==> src/verilog/sdp_ram.sv <==
`timescale 1ns/1ps

module sdp_ram #(
    parameter type entry_t = logic [31:0],
    parameter int  ADDR_W  = 4
) (
    input  logic              clk,
    input  logic              we,
    input  logic [ADDR_W-1:0] waddr,
    input  entry_t            wdata,
    input  logic [ADDR_W-1:0] raddr,
    output entry_t            rdata
);

    entry_t mem [2**ADDR_W];

    // Registered read that returns old data on a same-address write
    always_ff @(posedge clk) begin
        if (we) begin
            mem[waddr] <= wdata;
        end
        rdata <= mem[raddr];
    end

endmodule

==> config.mk <==
export PLATFORM = sky130hd
export DESIGN_NAME = sdp_ram
export DESIGN_NICKNAME = d
export VERILOG_FILES = /design/src/verilog/sdp_ram.sv
export SDC_FILE = /design/constraint.sdc
export NUM_CORES = 1
export LEC_CHECK = 0
export BUFFER_PORTS_ARGS = -buffer_cell sky130_fd_sc_hd__clkbuf_2
export CORE_ASPECT_RATIO = 0.75
export CORE_UTILIZATION = 30
export CTS_CLUSTER_SIZE = 10
export DETAILED_ROUTE_END_ITERATION = 7
export HOLD_SLACK_MARGIN = 0.05
export PLACE_DENSITY = 0.56
export RECOVER_POWER = 50
export SETUP_SLACK_MARGIN = 0.02
export SYNTH_ARGS = -nofsm -noshare
export SYNTH_HDL_FRONTEND = slang
export SYNTH_SLANG_ARGS = --single-unit
==> constraint.sdc <==
create_clock -name clk -period 4.5 [get_ports clk]
set_clock_uncertainty 0.05 [all_clocks]
set_input_delay 0 -clock clk [delete_from_list [all_inputs] [get_ports clk]]
set_output_delay 0 -clock clk [all_outputs]
set_load 0.01 [all_outputs]
# Yosys cells after proc, flatten, opt, wreduce, memory -nomap -nowiden
# Memories as Yosys holds them, arrays and structs flattened. A register that Yosys moved wholly into a read port is not among the register bits.
# Cells that the tools add are included.
# totals
register_bits	0
latch_bits	0
ramBits	512
rom_bits	0
inputBits	42
out_inout_bits	32
elab_cells	3
mem_count	1
# classes
n_addsub	0
multipliers	0
div_mod_pow	0
n_lt_le_gt_ge	0
eq_ne	0
shift	0
muxes	2
bitwise_logic	0
reduce_logical	0
# mem_list
memory	depth	word_bits	rd	rd_ports_with_merged_regs	wr	line	source
mem	16	32	1	1	1	15	entry_t mem [2**ADDR_W];
# op_table
operator	count
$mux 1	2

# Logic depth before layout (Yosys ltp)
# Gate-level depths: netlist of the first run.
# logic_depth
ltp_word	2
mapped_depth	5
mapped_depth_nobuf	3

# Worst setup path before layout of the first run
# Ideal clock, no wire load.
# synth_path
path_type	input port to flip-flop
from	in waddr[2]
to	mem mem[0][0] (netlist bit) (enable)
setup_time_ns	0.461
arrival_ns	2.718
t_required_ns	3.989
path_slack_ns	1.270
stages	2
path_buffers	0
path_cell_list	or3b_2 nor3_1
# synth_rtl
element	line	source
from (decl)	9	input logic [ADDR_W-1:0] waddr,
to (decl)	15	
# No word-level cell before the write port.

# Worst setup path in the final report of the first run
# layout_path
from	in waddr[0]
to	mem mem[6][0] (netlist bit) (enable)
# No word-level cell before the write port.

==> results of run 1 <==
==> cell families after synthesis <==
logic type,count (synthesis)
AOI/OAI and AO/OA,64
buffers and inverters,43
DFF,544
muxes,128
and+or+nand+nor,59
==> power groups by stage <==
stage	Combinational (uW)	Clock [uW]	Sequential, uW
2_1_floorplan	272	0	5810
3_3_place_gp	508	0	5810
3_5_place_dp	514	0	5820
4_1_cts	542	4500	5710
5_1_grt	564	4690	5720
6_report	521	4400	5710
==> worst max-delay path, cell delays in order <==
cell and delay [ps]:
clkbuf_1 180, nand2b_1 340, nor2_1 1660, buf_4 580
==> synthesized netlist by cell type, drive strengths merged <==
cell / n / area (um2)
buf: 26 / 159
a22oi: 64 / 480
and2: 1 / 6.26
nand2b: 2 / 12.5
edfxtp: 512 / 15400
nand3: 1 / 5.00
mux4: 128 / 2880
nor2b: 2 / 12.5
nor3: 4 / 20.0
or3b: 1 / 8.76
nand3b: 2 / 15.0
nand2: 33 / 124
dfxtp: 32 / 641
nor2: 13 / 48.8
clkbuf: 17 / 63.8
==> layer usage <==
| metal | routed length [um] | GRT usage | part of all wire | vias up |
|---|---|---|---|---|
| li1 | - | - | - | 3881 |
| met1 | 22400 | 0.216 | 0.49 | 5057 |
| met2 | 20100 | 0.194 | 0.44 | 318 |
| met3 | 2950 | 0.0283 | 0.064 | 63 |
| met4 | 660 | 0.0281 | 0.014 | 2 |
| met5 | 8 | 0 | 0.00017 | - |
==> repair_timing <==
item / CTS / global route
hold buffers: 34 / 0
hold endpoints to repair: 514 / 0
setup endpoints to repair: 0 / 0
==> registers in the layout, summed over array words and instances, names as in the netlist <==
register / flops
mem: 512
rdata: 32
==> area by class of cell <==
type	count	area, um2	share of cell area
antenna	1	2.50	0.000107
multi-input combinational	251	3740	0.160
clock inverter	1	30.0	0.00128
timing repair buffer	132	867	0.0370
tap	871	1090	0.0465
sequential	544	16000	0.683
clock buffer	104	1690	0.0720
==> worst paths after layout <==
check	to	slack, ps	cells after the start
max	mem[6][0]$_DFFE_PP_	1900	4
min	rdata[9]$_DFF_P_	80	4
max reg2reg	rdata[18]$_DFF_P_	3130	3
min reg2reg	rdata[2]$_DFF_P_	620	3
==> per-stage QoR <==
step,cells,area (um2),hold slack [ps],util
after floorplan,838,19900,48.9,-
after global placement,1764,21400,343,0.329
after detailed placement,1764,21400,336,0.329
after CTS,1903,23500,57.4,0.360
after global routing,1903,23400,89.8,0.359
final,1904,23400,76.8,0.359
==> cell usage in the layout, fill, tap and decap left out, types with 2 or more instances in the layout <==
cell           Yosys  layout
a22oi_1           64      64
clkbuf_2           0      21
nand2_1           33      33
clkbuf_16          0      61
nor2_4             0      12
dlygate4sd3_1      0      34
edfxtp_1         512     512
buf_4             11      24
dfxtp_1           32      32
nor2b_4            0       2
clkbuf_1          17      93
mux4_2           128     128
nand2b_1           2       2
nor3_2             0       4
nand3b_1           2       2
buf_12             0       2
==> results.md, run 1 <==
* Status: finished, violations left
* Failing checks: max-capacitance violations, max-slew violations
* Clk_lat worst skew at 590 ps
* Core area at 65300 um2
* Post-CTS Resized at 0
* Largest family of logic cells by synthesized area: multiplexers
* Post-Syn Nets at 880
* Via count at 9321
* Path type of the worst min-delay path: in2reg
* Synthesized area at 19900 um2
* Die W at 299 um
* WL per Instance at 24.3 um
* I/O pin count at 74
* XOR/XNOR Fraction of Synth Area at 0
* Postcts setup bufs at 0
* Vias in the first global route at 9519
* Post-synthesis compound-gate area fraction at 0.0242
* Total power at about 11000 uW
* CP startpoint kind: primary input
* Initial Util at 0.304
* Final slew viol count at 17
* PnR worst setup slack at between 1500 and 2000 ps
* Clock sink count at 544
* Synth cell types at 18
* Setup Slack @ Placement at 2160 ps
* Sequential share of power at 0.537
* Leak at ~0.0073 uW
* Htree depth at 2
* Crit path kind: in2reg
* Final nets at around 1.0k
* Fillers at 6045
* Crit path DAT at roughly 2800 ps
* Initial DRC Count at between 900 and 1k
* Grt total ovfl at 0
* Final period util at 0.578
* Area delta synth->final at 18.0%
* Share of cells above drive strength 1 at 0.250
* Cells after synthesis at roughly 840
* Psw at approximately 2200 uW
* Clk root buf: clkbuf_16
* First-pass DRT Iterations at 5
* Critical Path Source: waddr[0]
* Adder-cell area share of the yosys netlist at 0
* First-pass GRT wire length at 66.9 mm
* Residual DRC at 0
* TritonCTS Buffers at 60
* Via/cell ratio at 4.90
* GP Congestion at approximately 0.7
* Total GRT Usage at 0.137
* Reg clk slew, reported paths at 60 ps
* Comb pwr share at 0.049
* Minimum clock period at 2600 ps
* Unrepaired setup endpoints after global routing: no
* Bufs on Longest Clock Path at 3
* Routed Antenna Nets at 0
* Post-DP HPWL at 23.7 mm
* Simple-gate share of the synthesized area at 0.0127
* #FFs+latches synth at 544
* Sequential share of the synthesized area at 0.807
* Final setup fails at 0
* Largest net degree at the start of global routing at between 60 and 70
* Critical Path Fanout Max at 17
* PD cells at 454 nW/um2
* Port-buffer cells at between 70 and 80
* Fmax at 384 MHz
* Relative slew slack at -0.456
* Reg2reg start: mem[11][18]$_DFFE_PP_
* Mux contribution to synthesized area at 0.145
* HP Start: raddr[2]
* Max VDD drop at 0.298 mV
* Fin. Hold Viols at 0
* Mean Syn Cell Area at 23.7 um2
* CTS tree: built
* Initial antenna violation count at 1
* MaxCap Viol Count at 1
* WL final at 46.2 mm
* Die Span Y at between 200 and 250 um
* Yosys warns at 0
* Cell Int Power at between 8000 and 9000 uW
* Data required, critical path at 4690 ps
* Setup tns final at 0 ps
* Die ar. at a little under 70000 um2
* Std cell rows at 81
* Clock Power Share at 0.414
* CP endpoint kind: flip-flop
* Slew @ Worst Pin at 2180 ps
* Sw Share at 0.206
Note: power is estimated with default switching activity, not from simulation.
==> run 2, diff against run 1 <==
==> constraint.sdc (replaced) <==
create_clock -name clk -period 2.5 [get_ports clk]
set_clock_uncertainty 0.05 [all_clocks]
set_input_delay 0 -clock clk [delete_from_list [all_inputs] [get_ports clk]]
set_output_delay 0 -clock clk [all_outputs]
set_load 0.01 [all_outputs]
==> results.md, run 2 (synthesis results as in run 1) <==
* Status: finished, final reports clean
* CP endpoint kind: flip-flop
* Area delta synth->final at 19.4%
* Reg clk slew, reported paths at 60 ps (about the same)
* First-pass DRT Iterations at 4 (-1)
* Post-CTS Resized at 0 (unchanged)
* MaxCap Viol Count at 0 (-1)
* Share of cells above drive strength 1 at 0.280 (+0.0298)
* Htree depth at 2 (unchanged)
* WL final at 44.1 mm (-4.5%)
* Multi-input gate area at 3770 um2 (+0.87%)
* Reg with most FFs: mem
* Initial DRC Count at 893 (-9.2%)
* HP Start: waddr[0]
* Hold-critical path depth at 3 (-1)
* Via count at 9191 (-1.4%)
* Number of flip-flops in the largest register at 512 (unchanged)
* Crit path DAT at 2550 ps (-240 ps)
* Final period util at 0.832
* Postcts setup bufs at 0 (unchanged)
* Most common cell after layout, fill and taps aside: edfxtp_1
* Worst hold slack at 96.3 ps (+19.5 ps)
* Cts hold-fix bufs at 35 (+2.9%)
* Total GRT Usage at 0.132 (-0.00508)
* Fmax at 481 MHz
* GP Congestion at 0.706 (-1.4%)
* Sequence of cells on the critical path: dlygate4sd3_1 -> clkbuf_2 -> nor2b_4 -> dlygate4sd3_1 -> a22oi_1 -> nand2_1
* Minimum clock period at about 2100 ps
* Largest registers: mem: 512 flops, rdata: 32 flops
* Die W at 299 um (unchanged)
* Port-buffer cells at 73 (unchanged)
* Largest net degree at the start of global routing at 53 (-20%)
* Leak at 0.00745 uW (+2.3%)
* Slowest library cell on the worst path: dlygate4sd3_1
* Slew @ Worst Pin at 1260 ps (-913 ps)
* Largest stage delay, worst path at 1000 ps (-660 ps)
* Setup tns final at 0 ps (unchanged)
* Hold endpoint: mem[8][8]$_DFFE_PP_
* Vias in the first global route at 9558 (+0.41%)
* Bufs on Longest Clock Path at 3 (unchanged)
* Bufs and invs on worst path at 3 (+1)
* Reg2Reg Setup Slack at 1120 ps (-2010 ps)
* Grt total ovfl at 0 (unchanged)
* Crit path kind: in2reg
* WL per Instance at 23.2 um (-4.6%)
* Max VDD drop at 0.494 mV (+66%)
* Worst reg2reg endpoint: rdata[15]$_DFF_P_
* CTS tree: built
* PD cells at 804 nW/um2 (+77%)
* Die ar. at 67200 um2 (unchanged)
* Initial antenna violation count at 4 (+3)
* Clk root buf: clkbuf_16
* Relative slew slack at 0.159 (+0.614)
* I/O pin count at 74 (unchanged)
* TritonCTS Buffers at 60 (unchanged)
* Critical Path Source: raddr[2]
* Final Core Density at 0.363 (+0.00428)
* Critical Path Fanout Max at 13 (-4)
* Final slew viol count at 0 (-17)
* Most frequent cells in the layout: edfxtp_1, mux4_2, a22oi_1
* CP startpoint kind: primary input
* Residual DRC at 0 (unchanged)
* Core area at 65300 um2 (unchanged)
* Initial Util at 0.304 (unchanged)
* CP delay by family, top: buffers and inverters
* Routed Antenna Nets at 0 (unchanged)
* Data required, critical path at 2970 ps (-1720 ps)
* Post-DP HPWL at 23.3 mm (-1.7%)
* Via/cell ratio at 4.82 (-1.4%)
* Die Span Y at 225 um (unchanged)
* Unrepaired setup endpoints after global routing: no
* Fin. Hold Viols at 0 (unchanged)
* Clock sink count at 544 (unchanged)
* First-pass GRT wire length at 65.1 mm (-2.6%)
* Register area at 16000 um2 (unchanged)
* Fillers at 5994 (-0.84%)
* Final nets at 1042 (+1.1%)
* Final setup fails at 0 (unchanged)
* Path type of the worst min-delay path: in2reg
* Reg2Reg Depth at 3 (unchanged)
* Reg2reg start: mem[10][15]$_DFFE_PP_
* Clk_lat worst skew at 590 ps (about the same)
* Crit-path most repeated cell: dlygate4sd3_1
* Std cell rows at 81 (unchanged)
run 2: cell count changes in the layout (fill, tap and decap cells not counted), moves of 2 or more:
cell	before	now
buf_12	2	15
buf_4	24	16
clkbuf_1	93	63
clkbuf_2	21	43
clkbuf_8	1	3
nor3_2	4	0
nor3_4	0	4
run 2: worst min-delay path: stages:
cell	delay, ps
clkbuf_2	250
nor3_4	80
buf_12	200
run 2: metal layers:
metal	up-vias	wire length, um	GRT usage	share of wire
li1	3889	-	-	-
met4	2	484	0.0230	0.011
met2	258	19000	0.187	0.43
met1	4994	21900	0.210	0.50
met3	48	2800	0.0257	0.063
met5	-	13	0	0.00029
run 2: final cells by class:
cell class | count | area share
Clock inverter | 1 | 0.000686
Clock buffer | 94 | 0.0713
Tap cell | 871 | 0.0460
Multi-Input combinational cell | 251 | 0.159
Antenna cell | 1 | 0.000106
Timing Repair Buffer | 143 | 0.0474
Sequential cell | 544 | 0.675
run 2: worst max-delay path by stage:
| stage | end | slack [ps] | cells past startpoint |
|---|---|---|---|
| 6_report | rdata[29]$_DFF_P_ | 420 | 6 |
| 5_1_grt | rdata[0]$_DFF_P_ | 350 | 6 |
| 4_1_cts | rdata[29]$_DFF_P_ | 440 | 6 |
| 3_5_place_dp | rdata[15]$_DFF_P_ | 720 | 5 |
| 3_3_place_gp | rdata[18]$_DFF_P_ | 690 | 5 |
| 2_1_floorplan | mem[1][0]$_DFFE_PP_ | 140 | 2 |
run 2: metrics by stage:
stage	cells	total power [uW]	cell area [um2]	setup slack [ps]
final	1905	19100	23700	420
after global routing	1905	19800	23700	347
after CTS	1904	19300	23800	440
after detailed placement	1774	11400	21800	718
after global placement	1774	11400	21800	693
after floorplan	838	11000	19900	142
run 2: power by group:
part / internal (uW) / switching, uW
Combinational: 416 / 562
Clock: 4560 / 3260
Sequential: 10200 / 68.8
