## config.mk

```make
export PLATFORM = sky130hd
export DESIGN_NAME = icache_lru
export DESIGN_NICKNAME = d
export VERILOG_FILES = /design/src/verilog/icache_lru.sv
export VERILOG_INCLUDE_DIRS = /design/src /design/src/verilog
export SDC_FILE = /design/constraint.sdc
export NUM_CORES = 1
export LEC_CHECK = 0
export BUFFER_PORTS_ARGS = -buffer_cell sky130_fd_sc_hd__buf_2
export CAP_MARGIN = 10
export CORE_MARGIN = 3
export CORE_UTILIZATION = 40
export CTS_CLUSTER_SIZE = 28
export DETAILED_ROUTE_END_ITERATION = 8
export HOLD_SLACK_MARGIN = 0.1
export SLEW_MARGIN = 30
export SYNTH_ARGS = -nofsm -noshare
export SYNTH_HDL_FRONTEND = slang
export SYNTH_SLANG_ARGS = --single-unit
```

## constraint.sdc

```tcl
create_clock -name clk -period 1.03 [get_ports clk]
set_input_delay 0.103 -clock clk [delete_from_list [all_inputs] [get_ports clk]]
set_output_delay 0.103 -clock clk [all_outputs]
set_load 0.05 [all_outputs]
```

## src/verilog/icache_defs.svh

```systemverilog
`ifndef ICACHE_DEFS_SVH
`define ICACHE_DEFS_SVH

// Address split of a fetch address
`define ICACHE_ADDR_W   32
`define ICACHE_WORD_W   32
`define ICACHE_OFFSET_W 4
`define ICACHE_INDEX_W  4
`define ICACHE_TAG_W    24

// Cache geometry
`define ICACHE_WORDS    4
`define ICACHE_WAYS     2
`define ICACHE_SETS     16

`endif
```

## src/verilog/icache_lru.sv

```systemverilog
`timescale 1ns/1ps
`include "icache_defs.svh"

module icache_lru #(
    parameter int WAY_W = $clog2(`ICACHE_WAYS)
) (
    input  logic                       clk,
    input  logic                       rst_n,
    input  logic [`ICACHE_INDEX_W-1:0] index,
    input  logic                       touch,
    input  logic [WAY_W-1:0]           touch_way,
    output logic [WAY_W-1:0]           victim
);

    // One bit per set naming the least recently used way
    logic [`ICACHE_SETS-1:0] lru_bits;

    always_ff @(posedge clk) begin
        if (!rst_n) begin
            lru_bits <= '0;
        end else if (touch) begin
            // The other way becomes the victim
            lru_bits[index] <= ~touch_way;
        end
    end

    assign victim = lru_bits[index];

endmodule

```

; Word level (Yosys, flattened, before mapping)
; Index checks and enable logic that the tools add are counted.
[word_totals]
regBits = 16
latchBits = 0
ram_bits = 0
mem_bits_ro = 0
input_bits = 8
out_inout_bits = 1
word_cells = 10
n_memories = 0
[classes]
addsub = 0
n_mul = 0
div_mod_pow = 0
magnitude_cmp = 2
eq_ne = 0
n_shift = 0
mux = 5
n_bitwise = 1
reduce_logical = 1
[op_table]
columns = cell, count
row1 = $bwmux 16, 1
row2 = $lt 4x5->1 const B, 1
row3 = $bmux 1 s4, 1
row4 = $demux 1 s4, 1
row5 = $ge 4x1->1 const B, 1
row6 = $mux 1, 2
row7 = $logic_and 1x1->1, 1
row8 = $not 1->1, 1

; Depth between registers and ports, before layout
; Gate-level depths: netlist of run 1.
[logic_depth]
ltp_word = 5
mapped_depth = 5
depth_no_buf = 3

; Worst setup path before layout of run 1
; Ideal clock, no wire load.
[synth_timing]
kind = reg-to-output
start = register lru_bits[1]
end = output victim
arrival_ns = 1.243
required_ns = 0.927
setup_slack_ns = -0.316
path_stages_with_launch = 4
n_path_buf = 0
cell_sequence = dfxtp_1 mux4_1 a22oi_1 nand2_1
[synth_between]
elab_chain_len = 2
[synth_lines]
columns = item, line_no
row1 = "start, declared", icache_lru.sv:16  ; logic [`ICACHE_SETS-1:0] lru_bits;
row2 = "start signal, assigned by index", icache_lru.sv:23  ; lru_bits[index] <= ~touch_way;
row3 = $bmux 1 s4, icache_lru.sv:27  ; assign victim = lru_bits[index];
row4 = $mux 1 (not written as such), icache_lru.sv:27
row5 = "end, declared", icache_lru.sv:12  ; output logic [WAY_W-1:0] victim
; Every way passes these cells. The select of a mux whose other input is x is not followed.

; Worst setup path after layout of run 1
[layout_timing]
start = register lru_bits[7]
end = output victim
; Same word-level chain as after synthesis.

==> key figures, run 1 <==
Die
  – Die height: roughly 51 µm
  – DIE AREA: between 2000 and 3000 µm²
  – Num rows: 15
  – CORE AREA: 1800 µm²
  – Initial core utilization: roughly 44%
  – Die width: 50.5 µm
  – # IOs: 9

Yosys
  – Post-synth net total: 83
  – Post-Synth Simple-Gate Area: 8.52%
  – Post-synth EDFFs: 0
  – Asr flop ratio synth: 0%
  – Synth Area in XOR/XNOR: 0%
  – Largest area contributor in the netlist: dfxtp_1
  – Top cell type's share of synthesized area: 40.4%
  – Top cells by count, synth: a21oi_1, a311oi_1, dfxtp_1
  – Synth Area in Compound Gates: 29.7%
  – Netlist cell types: 18
  – Post-synthesis mux area share: between 10% and 20%
  – Main combinational cell family by area after synthesis: compound AO/OA/AOI/OAI gates
  – Mapped Area: between 700 and 800 µm²
  – Synth Area in Adders: 0%
  – Seq/Total Area, Yosys: 40.4%
  – Synth Warn #: 0
  – Seq cells post-synth: 16
  – Synth Flop Type: dfxtp_1
  – Mapped Avg Cell Area: 10.6 µm²
  – Top post-synthesis cells by area: dfxtp_1, a311oi_1, mux4_1, a21oi_1, buf_6
  – Cell count after synthesis: 75

Clock tree
  – Hold Buf Count CTS: 0
  – CTS tree: yes
  – Htree depth: 1
  – CTS Buf Count: 3
  – Clock Sinks: 16
  – Clock transition at path regs: approximately 0.09 ns
  – Clock root cell: clkbuf_4
  – CTS max path bufs: 2
  – Setup bufs post-CTS: 0
  – Clk_lat worst skew: 0.27 ns

Pwr
  – Max IR drop VDD: approximately 680 µV
  – Internal cell power: approximately 0.85 mW
  – Power per cell area: 1210 nW/µm²
  – Comb power frac: between 10% and 20%
  – Seq pwr share: between 50% and 60%
  – Leakage power: around 0.34 nW
  – Net switching power: approximately 0.29 mW
  – Switching Share: around a quarter
  – Clock power share: between 20% and 30%

Timing
  – Min Tclk post-route: ~1.6 ns
  – Slew Limit Fails: 0
  – Least-Margin Pin Slew: between 0.2 and 0.3 ns
  – Worst setup margin: -0.585 ns
  – Slew headroom: 80.0%
  – Period utilization: 157%
  – Setup violations, final: 1
  – Setup TNS: -0.585 ns
  – Final hold viol count: 0
  – RSZ-0062 raised after global routing: yes
  – Fmax: roughly 0.62 GHz
  – Clock skew: 0 ns

Critical path
  – CP required: approximately 0.93 ns
  – Crit path kind: flip-flop to output pin
  – CP startpoint kind: flip-flop
  – CP peak stage delay: approximately 0.48 ns
  – CP endpoint kind: output pin
  – Buf+Inv Stages, Crit Path: 1
  – Crit-path max FO: 2
  – Crit path DAT: ~1.5 ns
  – Family with the most delay on the worst path: multiplexers
  – Slowest CP cell: mux4_2
  – Critical path cell sequence: mux4_2 > a22oi_2 > nand2_4 > buf_6

Detailed routing
  – Routed vias: between 600 and 700
  – Detailed-route wire length: between 1500 and 2000 µm
  – Wirelength per Cell: around 16 µm
  – Router iterations before antenna repair: 4
  – Vias per std cell: between 5 and 6
  – DRT antenna net count: 0
  – Residual DRC count: 0
  – Initial DRC count: 14

Global routing
  – Vias in the first global route: between 600 and 700
  – Largest net degree at the start of global routing: 17
  – Gr ovfl total: 0
  – GRT Overall Usage: 15.5%
  – Initial antenna violation count: 0
  – First-pass GRT wire length: 2970 µm

Worst hold path
  – HP Class: input pin to flip-flop

Placement
  – Post-DP HPWL: about 1300 µm
  – Final GP Congestion: about 0.76
  – Count of input and output buffers: 8
  – Placed inst area: 916 µm²

Status
  – Violated checks: negative setup slack
  – Status: complete, but fails checks

Layout
  – P&R area growth vs syn: 18.9%
  – Fin area: ~940 µm²
  – Final nets: 97
  – Top reg by flops: lru_bits
  – Share of layout cells above drive strength 1: roughly 40%
  – Number of flip-flops in the largest register: 16
  – Fill count: ~180
  – Inserted Diodes: 0
  – Final Util: ~52%
  – Largest registers: lru_bits: 16 flops

Job
  – Max-Cap Viols: 0
cell type report:
class	count	area (µm²)	share of cell area (%)
Multi-Input combinational cell	47	415	44.0
Tap cell	25	31.3	3.32
Clock buffer	3	22.5	2.39
Sequential cell	16	322	34.1
Inverter	1	3.75	0.398
Timing Repair Buffer	20	149	15.8
kinds of logic (layout without fill, tap and decap cells):
kind of cell,Yosys count,in the layout
and+or+nand+nor,9,9
muxes,4,4
AOI/OAI and AO/OA,34,34
buffers and inverters,12,24
DFF,16,16
what timing repair did:
action | CTS | global route
setup endpoints to repair | 1 | 4
gates resized for setup | 3 | 2
pin swaps | 2 | 0
layer usage:
metal  part of all wire (%)  global-route usage (%)  wire (µm)  vias up
li1                       -                       -          -      330
met1                     49                    22.2        887      324
met2                     47                    23.7        848       12
met3                    3.6                    2.97         66        2
met4                   0.50                    4.04          9        0
met5                      0                       0          0        -
power by group through the flow:
stage               logic (mW)  clock network (mW)  registers, mW
detailed placement       0.174                   0          0.653
global placement         0.170                   0          0.653
global route             0.193               0.373          0.641
finish                   0.178               0.322          0.639
CTS                      0.178               0.329          0.639
floorplan                0.113                   0          0.650
layout by cell type, fill, tap and decap left out, types with 2 or more instances in the layout:
cell,synthesis,layout
a311oi_1,16,16
a22oi_2,0,2
a21oi_1,16,16
and3b_2,1,2
dfxtp_1,16,15
mux4_2,0,3
nor2b_1,2,2
buf_4,0,11
buf_2,4,7
clkbuf_4,0,3
worst min-delay path, delay by kind of cell:
kind | cells | cell delay (ns)
AOI/OAI and AO/OA | 2 | 0.19
buffers and inverters | 1 | 0.11
and+or+nand+nor | 1 | 0.06
path summary, 6_finish.rpt:
kind	from	end	slack (ns)	cells after the start
setup / recovery	lru_bits[7]$_SDFFE_PN0P_	victim	-0.58	4
hold / removal	index[2]	lru_bits[2]$_SDFFE_PN0P_	0.23	4
setup reg to reg	lru_bits[4]$_SDFFE_PN0P_	lru_bits[4]$_SDFFE_PN0P_	0.29	2
hold reg to reg	lru_bits[11]$_SDFFE_PN0P_	lru_bits[11]$_SDFFE_PN0P_	0.52	2
stage by stage:
stage                     power, mW  cells  hold WS (ns)  worst slack [ns]
final                          1.14    112         0.226            -0.585
after global routing           1.21    112         0.256            -0.643
after CTS                      1.15    112         0.218            -0.598
after detailed placement      0.827    109         0.514            -0.404
after global placement        0.823    109         0.491            -0.371
after floorplan               0.763     75         0.327            -0.199
Note: power is estimated with default switching activity, not from simulation.
==> run 2: changes to the inputs <==
--- a/config.mk
+++ b/config.mk
@@ -12,8 +12,10 @@
 export CORE_UTILIZATION = 40
 export CTS_CLUSTER_SIZE = 28
 export DETAILED_ROUTE_END_ITERATION = 8
+export GPL_TIMING_DRIVEN = 0
 export HOLD_SLACK_MARGIN = 0.1
 export SLEW_MARGIN = 30
 export SYNTH_ARGS = -nofsm -noshare
 export SYNTH_HDL_FRONTEND = slang
 export SYNTH_SLANG_ARGS = --single-unit
+export TNS_END_PERCENT = 50
==> key figures, run 2 (synthesis gave the netlist of run 1 again) <==
Status
  – Status: complete, but fails checks
  – Violated checks: negative setup slack

Die
  – Die height: approximately 50 µm
  – Die width: just over 50 µm
  – # IOs: 9
  – DIE AREA: between 2000 and 3000 µm²
  – Num rows: 15
  – CORE AREA: about 1800 µm²
  – Initial core utilization: 44.0%

Clock tree
  – CTS Buf Count: 3
  – Clock Sinks: 16
  – Clock transition at path regs: approximately 0.09 ns
  – Htree depth: 1
  – Clock root cell: clkbuf_4
  – Clk_lat worst skew: 0.28 ns
  – Setup bufs post-CTS: 0
  – CTS tree: yes
  – CTS max path bufs: 2

Worst hold path
  – Hold wc startpoint: rst_n
  – Hold-critical path depth: 3
  – HP Class: input pin to flip-flop
  – Worst hold path endpoint: lru_bits[4]$_SDFFE_PN0P_

Detailed routing
  – Residual DRC count: 0
  – DRT antenna net count: 0
  – Routed vias: 627
  – Router iterations before antenna repair: 4
  – Detailed-route wire length: between 1500 and 2000 µm
  – Wirelength per Cell: 15.4 µm
  – Vias per std cell: approximately 5.8
  – Initial DRC count: 19

Layout
  – Fin cells: between 100 and 150
  – Final nets: 93
  – Commonest cells after routing, fill and taps aside: a21oi_1, a311oi_1, dfxtp_1
  – Fin area: about 900 µm²
  – Area of the multi-input gates: 418 µm²
  – Share of layout cells above drive strength 1: about 30%
  – Largest registers: lru_bits: 16 flops
  – Register area: between 300 and 400 µm²
  – Top reg by flops: lru_bits
  – Number of flip-flops in the largest register: 16
  – Inserted Diodes: 0
  – P&R area growth vs syn: 13.9%
  – Fill count: 186

Timing
  – Fmax: 0.608 GHz
  – Least-Margin Pin Slew: 0.540 ns
  – Slew headroom: 63.8%
  – Min Tclk post-route: ~1.6 ns
  – Period utilization: 160%
  – Slew Limit Fails: 0
  – RSZ-0062 raised after global routing: yes
  – Final hold viol count: 0
  – Clock skew: 0 ns
  – Worst hold margin: 0.180 ns
  – Setup violations, final: 1
  – Worst setup margin: -0.615 ns

Global routing
  – Largest net degree at the start of global routing: 11
  – Initial antenna violation count: 0
  – GRT Overall Usage: roughly 15%
  – First-pass GRT wire length: approximately 2800 µm
  – Gr ovfl total: 0
  – Vias in the first global route: 590

Pwr
  – Pwr Total: ~1.2 mW
  – Max IR drop VDD: slightly above 700 µV
  – Leakage power: approximately 0.31 nW
  – Power per cell area: ~1300 nW/µm²

Placement
  – Post-DP HPWL: between 1000 and 1500 µm
  – Final GP Congestion: between 0.7 and 0.8
  – Placed Cells: 105
  – Placement Setup Slack: -0.385 ns
  – Placed inst area: about 860 µm²
  – Count of input and output buffers: 5

Critical path
  – R2R depth: 2
  – Crit-path max FO: 2
  – Reg2reg start: lru_bits[3]$_SDFFE_PN0P_
  – Crit path DAT: approximately 1.5 ns
  – Reg2reg setup slack: approximately 0.3 ns
  – CP endpoint kind: output pin
  – CP required: between 0.9 and 1 ns
  – Crit path kind: flip-flop to output pin
  – CP startpoint kind: flip-flop
  – End of the worst register-to-register path: lru_bits[3]$_SDFFE_PN0P_

Job
  – Max-Cap Viols: 0
-- run 2: area by class of cell --
class	count	share of cell area, %
multi-input cells	47	46.3
clock buffers	4	4.02
well taps	25	3.46
inverters	1	0.416
plain buffers	11	6.79
repair buffers	5	3.46
flip-flops and latches	16	35.6
-- run 2: critical path: stages, from the launching register on --
cell     delay (ns)
dfxtp_1        0.32
mux4_2         0.49
a22oi_2        0.23
nand2_4        0.06
buf_6          0.15
-- run 2: stage by stage --
step                setup TNS (ns)  utilization, %
global placement             -1.35            47.7
finish                      -0.615            50.1
global route                -0.657            50.1
CTS                         -0.638            50.1
floorplan                   -0.199               -
detailed placement           -1.60            47.7
-- run 2: worst max-delay path by stage --
stage	start	endpoint	slack [ns]	depth (start not counted)
3_3_place_gp	lru_bits[7]$_SDFFE_PN0P_	victim	-0.38	4
5_1_grt	lru_bits[4]$_SDFFE_PN0P_	victim	-0.66	4
3_5_place_dp	lru_bits[7]$_SDFFE_PN0P_	victim	-0.38	4
6_report	lru_bits[7]$_SDFFE_PN0P_	victim	-0.62	4
4_1_cts	lru_bits[7]$_SDFFE_PN0P_	victim	-0.64	4
2_1_floorplan	lru_bits[7]$_SDFFE_PN0P_	victim	-0.20	3
-- run 2: routing by layer --
layer | part of all wire (%) | vias to the layer above | wire length, µm | global-route usage [%]
li1 | - | 320 | - | -
met1 | 49 | 300 | 813 | 19.8
met2 | 49 | 7 | 814 | 23.3
met3 | 2.8 | 0 | 47 | 5.64
met4 | 0 | 0 | 0 | 2.69
met5 | 0 | - | 0 | 0
-- run 2: timing repair --
| item | 4_1_cts | 5_1_grt |
|---|---|---|
| gates resized for setup | 2 | 1 |
| hold endpoints to repair | 0 | 0 |
| setup endpoints to repair | 1 | 1 |
| hold buffers | 0 | 0 |
| pin swaps | 1 | 0 |
-- run 2: where the power goes --
group | total [mW] | switching [mW] | internal, mW | leakage (nW)
sequential | 0.638 | 0.00619 | 0.632 | 0.130
combinational | 0.152 | 0.0920 | 0.0604 | 0.161
clock | 0.412 | 0.197 | 0.215 | 0.0210
