File: config.mk
export PLATFORM = sky130hd
export DESIGN_NAME = icache_tagv
export DESIGN_NICKNAME = d
export VERILOG_FILES = /design/src/verilog/icache_pkg.sv /design/src/verilog/icache_tagv.sv /design/src/verilog/sdp_ram.sv
export VERILOG_INCLUDE_DIRS = /design/src /design/src/verilog
export SDC_FILE = /design/constraint.sdc
export NUM_CORES = 1
export LEC_CHECK = 0
export BUFFER_PORTS_ARGS = -buffer_cell sky130_fd_sc_hd__buf_2
export CAP_MARGIN = 20
export CORE_ASPECT_RATIO = 0.6
export CORE_MARGIN = 3
export CORE_UTILIZATION = 60
export CTS_CLUSTER_DIAMETER = 30
export CTS_CLUSTER_SIZE = 10
export DETAILED_ROUTE_END_ITERATION = 8
export GPL_ROUTABILITY_DRIVEN = 0
export PLACE_DENSITY = 0.74
export SLEW_MARGIN = 15
export SYNTH_ARGS = -nofsm -noshare
export SYNTH_HDL_FRONTEND = slang
export SYNTH_SLANG_ARGS = --single-unit
File: constraint.sdc
create_clock -name clk -period 3.8 [get_ports clk]
set_input_delay 0.57 -clock clk [delete_from_list [all_inputs] [get_ports clk]]
set_output_delay 0.57 -clock clk [all_outputs]
set_load 0.01 [all_outputs]
File: src/verilog/icache_defs.svh
`ifndef ICACHE_DEFS_SVH
`define ICACHE_DEFS_SVH

// Address split of a fetch address
`define ICACHE_ADDR_W   32
`define ICACHE_WORD_W   32
`define ICACHE_OFFSET_W 4
`define ICACHE_INDEX_W  4
`define ICACHE_TAG_W    24

// Cache geometry
`define ICACHE_WORDS    4
`define ICACHE_WAYS     2
`define ICACHE_SETS     16

`endif
File: src/verilog/icache_pkg.sv
`include "icache_defs.svh"

package icache_pkg;

    typedef logic [`ICACHE_TAG_W-1:0] icache_tag_t;

    typedef struct packed {
        icache_tag_t                  tag;
        logic [`ICACHE_INDEX_W-1:0]   index;
        logic [`ICACHE_OFFSET_W-1:0]  offset;
    } icache_addr_t;

    // Word 0 sits in the low bits
    typedef logic [`ICACHE_WORDS-1:0][`ICACHE_WORD_W-1:0] icache_line_t;

    typedef struct packed {
        icache_addr_t addr;
    } icache_req_t;

    typedef struct packed {
        logic [`ICACHE_WORD_W-1:0] data;
    } icache_resp_t;

    // Line address made of tag and index
    typedef struct packed {
        icache_tag_t                tag;
        logic [`ICACHE_INDEX_W-1:0] index;
    } mem_req_t;

    typedef struct packed {
        icache_line_t line;
    } mem_resp_t;

    // Write command from the controller to the tag array
    typedef struct packed {
        logic [`ICACHE_INDEX_W-1:0] index;
        icache_tag_t                tag;
        logic [`ICACHE_WAYS-1:0]    we;
        logic [`ICACHE_WAYS-1:0]    inval;
        logic                       init;
    } tagv_wr_t;

endpackage

File: src/verilog/icache_tagv.sv
`timescale 1ns/1ps
`include "icache_defs.svh"

module icache_tagv
    import icache_pkg::*;
(
    input  logic                       clk,
    input  logic                       rst_n,
    input  logic [`ICACHE_INDEX_W-1:0] raddr,
    input  icache_tag_t                cmp_tag,
    input  tagv_wr_t                   wr,
    input  logic                       flush,
    output logic [`ICACHE_WAYS-1:0]    hit
);

    logic [`ICACHE_WAYS-1:0][`ICACHE_SETS-1:0] valid;
    icache_tag_t                               tag_way0;
    icache_tag_t                               tag_way1;

    always_ff @(posedge clk) begin
        if (!rst_n || flush) begin
            valid <= '0;
        end else if (wr.init) begin
            valid[0][wr.index] <= 1'b0;
            valid[1][wr.index] <= 1'b0;
        end else begin
            for (int w = 0; w < `ICACHE_WAYS; w++) begin
                if (wr.inval[w]) begin
                    valid[w][wr.index] <= 1'b0;
                end else if (wr.we[w]) begin
                    valid[w][wr.index] <= 1'b1;
                end
            end
        end
    end

    // Init writes tag zero into both ways
    sdp_ram #(.entry_t(icache_tag_t), .ADDR_W(`ICACHE_INDEX_W)) u_tag_way0 (
        .clk   (clk),
        .we    (wr.we[0] | wr.init),
        .waddr (wr.index),
        .wdata (wr.init ? icache_tag_t'(0) : wr.tag),
        .raddr (raddr),
        .rdata (tag_way0)
    );

    sdp_ram #(.entry_t(icache_tag_t), .ADDR_W(`ICACHE_INDEX_W)) u_tag_way1 (
        .clk   (clk),
        .we    (wr.we[1] | wr.init),
        .waddr (wr.index),
        .wdata (wr.init ? icache_tag_t'(0) : wr.tag),
        .raddr (raddr),
        .rdata (tag_way1)
    );

    // wr.index holds the buffered request index during lookup
    assign hit[0] = (tag_way0 == cmp_tag) && valid[0][wr.index];
    assign hit[1] = (tag_way1 == cmp_tag) && valid[1][wr.index];

    a_we_inval_excl: assert property (@(posedge clk) disable iff (!rst_n)
        (wr.we & wr.inval) == '0);

endmodule

File: src/verilog/sdp_ram.sv
`timescale 1ns/1ps

module sdp_ram #(
    parameter type entry_t = logic [31:0],
    parameter int  ADDR_W  = 4
) (
    input  logic              clk,
    input  logic              we,
    input  logic [ADDR_W-1:0] waddr,
    input  entry_t            wdata,
    input  logic [ADDR_W-1:0] raddr,
    output entry_t            rdata
);

    entry_t mem [2**ADDR_W];

    // Registered read that returns old data on a same-address write
    always_ff @(posedge clk) begin
        if (we) begin
            mem[waddr] <= wdata;
        end
        rdata <= mem[raddr];
    end

endmodule

* Yosys cells after proc, flatten, opt, wreduce, memory -nomap -nowiden
Memories as Yosys holds them, arrays and structs flattened. A register that Yosys moved wholly into a read port is not among the register bits.
Index checks and enable logic that the tools add are counted.
** Word-level totals
- Output and inout bits :: 2
- Logic and storage cells :: 38
- Bits in writable memories :: 768
- Memories kept :: 2
- Flip-flop bits (word level) :: 32
** Cells by class
- Equality and inequality tests :: 2
- Reduce and logical (&&, ||, !) cells :: 7
- $lt $le $gt $ge :: 2
- Bitwise logic cells :: 7
- Multiplexer cells :: 16
** Memory list
- u_tag_way0.mem :: depth 16, bits a word 24, read ports 1, clocked after Yosys merged registers in 1, wr ports 1, RTL line sdp_ram.sv:15 : entry_t mem [2**ADDR_W];
- u_tag_way1.mem :: depth 16, bits a word 24, read ports 1, clocked after Yosys merged registers in 1, wr ports 1, RTL line sdp_ram.sv:15
** Operators with widths (number)
- 16-bit two-way mux :: 4
- 24-bit == test :: 2
- 16-bit bitwise AND :: 2
- 32-bit two-way mux :: 1
- 16-bit bitwise OR :: 2
- 24-bit two-way mux :: 1
- 16-bit inverter :: 1
- 1-bit binary-select mux with 4-bit select :: 2
- 1-bit two-way mux :: 7
- 3-bit nonzero test :: 2
- 4-bit by 5-bit less-than comparator with 1-bit output (second input constant) :: 1
- 1-bit demux with 4-bit select :: 1
- 4-bit by 1-bit greater-or-equal comparator with 1-bit output (second input constant) :: 1
- 1-bit logical AND :: 3
- 1-bit bitwise OR :: 2
- 1-bit logical NOT :: 1
- 1-bit logical OR :: 1

* Depth between registers and ports, before layout
Gate-level depths: netlist of run 1.
- Depth in word-level cells :: 8
- Mapped depth :: 5
- Depth with buffers taken out :: 4

* Hierarchy
From an unflattened synthesis of run 1, not the netlist that was laid out.
** Second synthesis, totals
- Cell total of the unflattened synthesis :: 1515
- Area, all modules :: 32103.3 um^2
** By module, submodules not included
- sdp_ram :: seq. area each 12011.5 um^2, area each 14930.6 um^2, instances 2, cells each 636
- icache_tagv :: seq. area each 640.6 um^2, area each 2242.2 um^2, instances 1, cells each 243

* Worst setup path before layout of run 1
Ideal clock, no wire load.
- Path type :: input to register
- Start :: input port wr[30] (netlist bit)
- End :: memory u_tag_way0.mem[15][0] (netlist bit) (enable)
- Path slack :: 560 ps
- Path buffers :: 1
- Data required time :: 3365 ps
- Data arrival time :: 2805 ps
- Library setup time :: 435 ps
- Stages on the path :: 3
- Path through :: clkbuf_1 nand2_1 nor3_1
** RTL lines
- start, declared :: RTL line icache_tagv.sv:11 : input tagv_wr_t wr,
- end, declared :: RTL line sdp_ram.sv:15
No word-level cell before the write port.

* Worst setup path after layout of run 1
- Start :: register u_tag_way0.rdata[23] (netlist bit) (read register of u_tag_way0.mem)
- End :: output port hit[0]
** On the way
- Cells in the longest elaborated chain, start to end :: 2
** RTL lines
- start, declared :: RTL line sdp_ram.sv:12 : output entry_t rdata
- 24-bit == test :: RTL line icache_tagv.sv:57 : assign hit[0] = (tag_way0 == cmp_tag) && valid[0][wr.index];
- 1-bit logical AND :: RTL line icache_tagv.sv:57
- end, declared :: RTL line icache_tagv.sv:13 : output logic [`ICACHE_WAYS-1:0] hit
No other way between the ends.

==> results of run 1 <==
[final cells by class]
type / count / area share (%)
flip-flops and latches: 848 / 65.81
multi-input cells: 486 / 19.70
clock inverters: 30 / 1.128
clock buffers: 171 / 8.160
diodes: 3 / 0.02003
repair buffers: 137 / 2.861
well taps: 693 / 2.314
[power groups by stage]
stage	clock network, W	logic, W	registers [W]
6_report	0.00975	0.00109	0.0106
5_1_grt	0.0103	0.00115	0.0106
4_1_cts	0.00985	0.00108	0.0106
3_5_place_dp	0	0.00107	0.0108
3_3_place_gp	0	0.00104	0.0108
2_1_floorplan	0	0.000685	0.0107
[sequential cells by signal (all words and copies together), names as in the netlist, named ones only]
register	count
u_tag_way0.mem	384
u_tag_way0.rdata	24
u_tag_way1.mem	384
u_tag_way1.rdata	24
[final timing paths]
check / start / endpoint / slack, ns / depth (start not counted)
hold / removal: wr[6] / u_tag_way1.mem[9][1] / 0.44 / 2
hold reg to reg: register / register / 0.52 / 2
setup reg to reg: u_tag_way1.mem[13][18] / u_tag_way1.rdata[18] / 2.23 / 2
setup / recovery: u_tag_way0.rdata[23] / hit[0] / 0.51 / 5
[stage by stage]
stage | hold WS, ns | cell area, um2 | cells | power [W]
after CTS | 0.4058 | 37380 | 2362 | 0.02153
after global routing | 0.4130 | 37470 | 2367 | 0.02203
final | 0.4392 | 37480 | 2368 | 0.02145
after detailed placement | 0.5139 | 33900 | 2161 | 0.01185
after floorplan | 0.4914 | 32110 | 1409 | 0.01141
after global placement | 0.5043 | 33870 | 2160 | 0.01181
[logic make-up after synthesis]
| logic type | after synthesis | synth area share (%) |
|---|---|---|
| AND/OR/NAND/NOR | 122 | 1.894 |
| flip-flops | 848 | 76.81 |
| multiplexers | 248 | 17.39 |
| AO/OA/AOI/OAI | 68 | 1.348 |
| buffers and inverters | 75 | 1.247 |
| XOR/XNOR | 48 | 1.309 |
[routing by layer]
metal,track usage (%),wire length (um),up-vias
li1,-,-,6317
met1,43.81,32150,8522
met2,43.62,37100,1037
met3,6.571,8349,128
met4,7.611,1749,0
met5,0,0,-
[cell usage in the layout (no fill, tap or decap), types with 15 or more instances in the layout]
master / netlist / layout
sky130_fd_sc_hd__a211oi_1: 32 / 32
sky130_fd_sc_hd__a21oi_1: 32 / 32
sky130_fd_sc_hd__buf_2: 5 / 62
sky130_fd_sc_hd__buf_4: 10 / 57
sky130_fd_sc_hd__clkbuf_1: 43 / 50
sky130_fd_sc_hd__clkbuf_16: 0 / 107
sky130_fd_sc_hd__clkbuf_8: 0 / 15
sky130_fd_sc_hd__dfxtp_1: 80 / 80
sky130_fd_sc_hd__edfxtp_1: 768 / 768
sky130_fd_sc_hd__mux4_2: 248 / 248
sky130_fd_sc_hd__nor2_4: 0 / 32
sky130_fd_sc_hd__xor2_1: 48 / 48
==> run summary, run 1 <==
cell-internal power: 0.01693 W
Clock Tree Buf Depth: 3
Final Slew Violations: 0
total global routing track utilization: 28.87%
# hold bufs at CTS: 0
TritonCTS Buffers: 107
Synth Instances: 1409
H-tree lvl count: 3
power share of the clock group: 45.5%
most common cell in the synthesized netlist: sky130_fd_sc_hd__edfxtp_1
dominant cell type by area after synthesis: sky130_fd_sc_hd__edfxtp_1
Max FO, Critical Path: 1
synth-to-layout area growth: 16.71%
detailed-route DRC error count: 0
grt total ovfl: 0
HP Class: in2reg
status: finished, final reports clean
clock slew at the register clock pins of the worst setup and hold paths: 0.05 ns
FP Rows: 64
average instance area after synthesis: 22.79 um2
register bit total from synthesis: 848
WP data required: 3.23 ns
Vias: 16.00k
wire length per cell after detailed routing: 33.51 um
portion of total power attributed to combinational logic: 5.1%
YS warnings: 0
Final min period: 3.290 ns
number of placed I/O pins: 66
filler cell count: 2935
ys async rst share: 0%
buffer count from post-CTS setup fixing: 0
total setup violations reported at the end of the flow: 0
critical path cell sequence: xor2_1 -> nor4_1 -> nand4_1 -> nor3_1 -> buf_2
post-route fraction of the period consumed by the critical path: 86.59%
syn_nets: 1473
Distinct cells, synth: 22
PortBufs: 65
hold violation count in the final report: 0
slack of the critical path: 0.5095 ns
clock net sink count: 848
sequential-to-total area share from yosys stat: 76.81%
vias in the first global route: 15.99k
Peak Freq: 303.9 MHz
number of antenna violations at the first check in global routing: 4
sequential cell area: 24660 um2
switching share of power: 21.05%
pin count of the biggest net entering global routing: 56
leading post-synthesis cells by cell area: sky130_fd_sc_hd__edfxtp_1 72%, sky130_fd_sc_hd__mux4_2 17%, sky130_fd_sc_hd__dfxtp_1 5.0%
post-cts repair resize count: 0
Post-Route WL: 79.35 mm
clk root buf: sky130_fd_sc_hd__clkbuf_16
horizontal extent of the die: 304.7 um
ratio of cells with drive above 1 in the final layout: 35.11%
CP max stage delay: 0.74 ns
peak ir drop on the vdd network: 443.8 uV
vertical die dimension: 185.2 um
power density over cell area: 572.3 nW/um2
worst max-slew margin expressed relative to the limit: 23.90%
accumulated negative setup slack: 0 ns
Worst Tran Pin Value: 1.139 ns
total standard cell area after synthesis: 32110 um2
max capacitance violation total: 0
Slowest-stage cell, CP: sky130_fd_sc_hd__nor4_1
number of enable flip-flop cells after synthesis: 768
RSZ-0062 raised after global routing: no
cell leakage power: 11.09 nW
share of the synthesized area in the top cell type: 71.82%
crit end category: output port
commonest register cell after synthesis: sky130_fd_sc_hd__edfxtp_1
Final Util: 72.22%
1st-pass router iterations: 5
global-route wire length before repair: 114.6 mm
top cell types by occurrence after synthesis: 768 x sky130_fd_sc_hd__edfxtp_1, 248 x sky130_fd_sc_hd__mux4_2, 80 x sky130_fd_sc_hd__dfxtp_1
number of DRC markers after the initial detailed-route iteration: 2302
kind of cell with the highest combined delay on the critical path: simple AND/OR/NAND/NOR gates
Layout Skew: 0.02255 ns
Arr. time, crit path: 2.72 ns
effective utilization at floorplan: 61.88%
WS Path Type: reg2out
kind of start point of the critical path: register
fin nets: 1644
count of buffer and inverter cells on the critical path: 1
Multi-input gate area: 7385 um2
post-detailed-placement half-perimeter wirelength: 44.85 mm
CTS tree: yes
Core Area: 51890 um2
Place WS: 0.7683 ns
post-DR vias/cell: 6.758
insertion delay of the later-clocked pin in the worst-skew pair: 0.65 ns
switching power of the nets: 0.004515 W
Die Area: 56420 um2
remaining number of nets flagged by the antenna check after routing: 0
relative contribution of sequential cells to total power: 49.5%
Note: power is estimated with default switching activity, not from simulation.
==> run 2: changes to the inputs <==
--- a/config.mk
+++ b/config.mk
@@ -10,12 +10,12 @@
 export CAP_MARGIN = 20
 export CORE_ASPECT_RATIO = 0.6
 export CORE_MARGIN = 3
-export CORE_UTILIZATION = 60
+export CORE_UTILIZATION = 47
 export CTS_CLUSTER_DIAMETER = 30
 export CTS_CLUSTER_SIZE = 10
 export DETAILED_ROUTE_END_ITERATION = 8
 export GPL_ROUTABILITY_DRIVEN = 0
-export PLACE_DENSITY = 0.74
+export PLACE_DENSITY = 0.6
 export SLEW_MARGIN = 15
 export SYNTH_ARGS = -nofsm -noshare
 export SYNTH_HDL_FRONTEND = slang
==> run summary, run 2 (same netlist as run 1, synthesis figures left out) <==
number of DRC markers after the initial detailed-route iteration: 1877 (-18%)
fin nets: 1661 (+1.0%)
Core Area: 66950 um2 (+29%)
buffer count from post-CTS setup fixing: 0 (unchanged)
HP Class: in2reg
wire length per cell after detailed routing: 30.49 um (-9.0%)
final cell count without fillers: 2597 (+9.7%)
Vias: 15.43k (-3.6%)
total setup violations reported at the end of the flow: 0 (unchanged)
WS Path Type: reg2out
CTS tree: yes
power density over cell area: 578.1 nW/um2 (+1.0%)
PortBufs: 65 (unchanged)
Final Util: 57.04% (-15 points)
post-detailed-placement half-perimeter wirelength: 45.07 mm (+0.48%)
worst max-slew margin expressed relative to the limit: 27.64% (+3.7 points)
Final min period: 3.427 ns (+0.1366 ns)
Die Area: 71600 um2 (+27%)
most common cell after layout, fill and taps aside: sky130_fd_sc_hd__edfxtp_1
cell leakage power: 11.30 nW (+1.8%)
effective utilization at floorplan: 47.96% (-14 points)
max capacitance violation total: 0 (unchanged)
clock slew at the register clock pins of the worst setup and hold paths: 0.05 ns (about the same)
hold violation count in the final report: 0 (unchanged)
number of instances in the placed design: 2374 (+9.9%)
FP Rows: 73 (+14%)
global-route wire length before repair: 113.7 mm (-0.81%)
insertion delay of the later-clocked pin in the worst-skew pair: 0.66 ns (about the same)
vertical die dimension: 208.5 um (+13%)
worst hold slack: 0.3521 ns (-0.08705 ns)
RSZ-0062 raised after global routing: no
detailed-route DRC error count: 0 (unchanged)
synth-to-layout area growth: 18.93%
kind of start point of the critical path: register
Arr. time, crit path: 2.86 ns (+0.14 ns)
status: finished, final reports clean
crit end category: output port
post-DR vias/cell: 5.942 (-12%)
clock net sink count: 848 (unchanged)
number of antenna violations at the first check in global routing: 5 (+1)
TritonCTS Buffers: 116 (+8.4%)
H-tree lvl count: 3 (unchanged)
biggest regs: u_tag_way0.mem x384, u_tag_way1.mem x384
Max FO, Critical Path: 1 (unchanged)
number of placed I/O pins: 66 (unchanged)
ratio of cells with drive above 1 in the final layout: 36.56% (+1.4 points)
post-route fraction of the period consumed by the critical path: 90.19% (+3.6 points)
Clock Tree Buf Depth: 3 (unchanged)
clk root buf: sky130_fd_sc_hd__clkbuf_16
total global routing track utilization: 22.60% (-6.3 points)
vias in the first global route: 15.73k (-1.6%)
peak ir drop on the vdd network: 382.7 uV (-14%)
1st-pass router iterations: 7 (+2)
remaining number of nets flagged by the antenna check after routing: 0 (unchanged)
Worst Tran Pin Value: 1.085 ns (-0.05327 ns)
Layout Skew: 0.01524 ns (-0.007314 ns)
grt total ovfl: 0 (unchanged)
post-cts repair resize count: 0 (unchanged)
WP data required: 3.23 ns (about the same)
Final Slew Violations: 0 (unchanged)
# hold bufs at CTS: 0 (unchanged)
Post-Route WL: 79.19 mm (-0.20%)
accumulated negative setup slack: 0 ns (unchanged)
pin count of the biggest net entering global routing: 59 (+5.4%)
Peak Freq: 291.8 MHz (-4.0%)
commonest non-fill, non-tap cells in the layout: 768 x sky130_fd_sc_hd__edfxtp_1, 248 x sky130_fd_sc_hd__mux4_2, 119 x sky130_fd_sc_hd__clkbuf_16
horizontal extent of the die: 343.4 um (+13%)
==> run 2: final timing paths <==
kind                                              from                    to  slack (ns)  cells after the start
worst max register to register  u_tag_way0.mem[15][20]  u_tag_way0.rdata[20]        2.24                      2
worst min register to register                register              register        0.52                      2
worst max-delay path              u_tag_way1.rdata[14]                hit[1]        0.37                      5
worst min-delay path                            wr[10]  u_tag_way0.mem[8][5]        0.35                      2
==> run 2: layout make-up <==
cell class | instances | area [um2]
diodes | 1 | 2.502
clock buffers | 158 | 3214
clock inverters | 59 | 590.6
fillers | 4883 | 28760
multi-input cells | 486 | 7368
flip-flops and latches | 848 | 24660
well taps | 900 | 1126
repair buffers | 145 | 1225
==> run 2: power breakdown <==
part           switching, W  internal [W]
registers          0.000109        0.0105
clock network       0.00392       0.00646
logic              0.000643      0.000461
total               0.00467        0.0174
==> run 2: layer usage <==
| layer | vias up | global-route usage (%) | routed length [um] |
|---|---|---|---|
| met5 | - | 0 | 34 |
| met4 | 6 | 5.046 | 1315 |
| met3 | 92 | 7.165 | 7690 |
| met2 | 639 | 31.74 | 34690 |
| met1 | 8328 | 34.80 | 35450 |
| li1 | 6367 | - | - |
==> run 2: critical path: stages (launching register included) <==
cell and delay, ns:
sky130_fd_sc_hd__dfxtp_1 0.47, sky130_fd_sc_hd__xor2_1 0.14, sky130_fd_sc_hd__nor4_1 0.66, sky130_fd_sc_hd__nand4_1 0.42, sky130_fd_sc_hd__nor3_1 0.32, sky130_fd_sc_hd__buf_2 0.18
==> run 2: per-stage QoR <==
step	instance area, um2	power, W	setup WS (ns)
CTS	38070	0.02226	0.4245
global placement	34230	0.01184	0.09929
detailed placement	34270	0.01187	0.8763
floorplan	32110	0.01141	0.5602
finish	38190	0.02208	0.3729
global route	38190	0.02278	0.2073
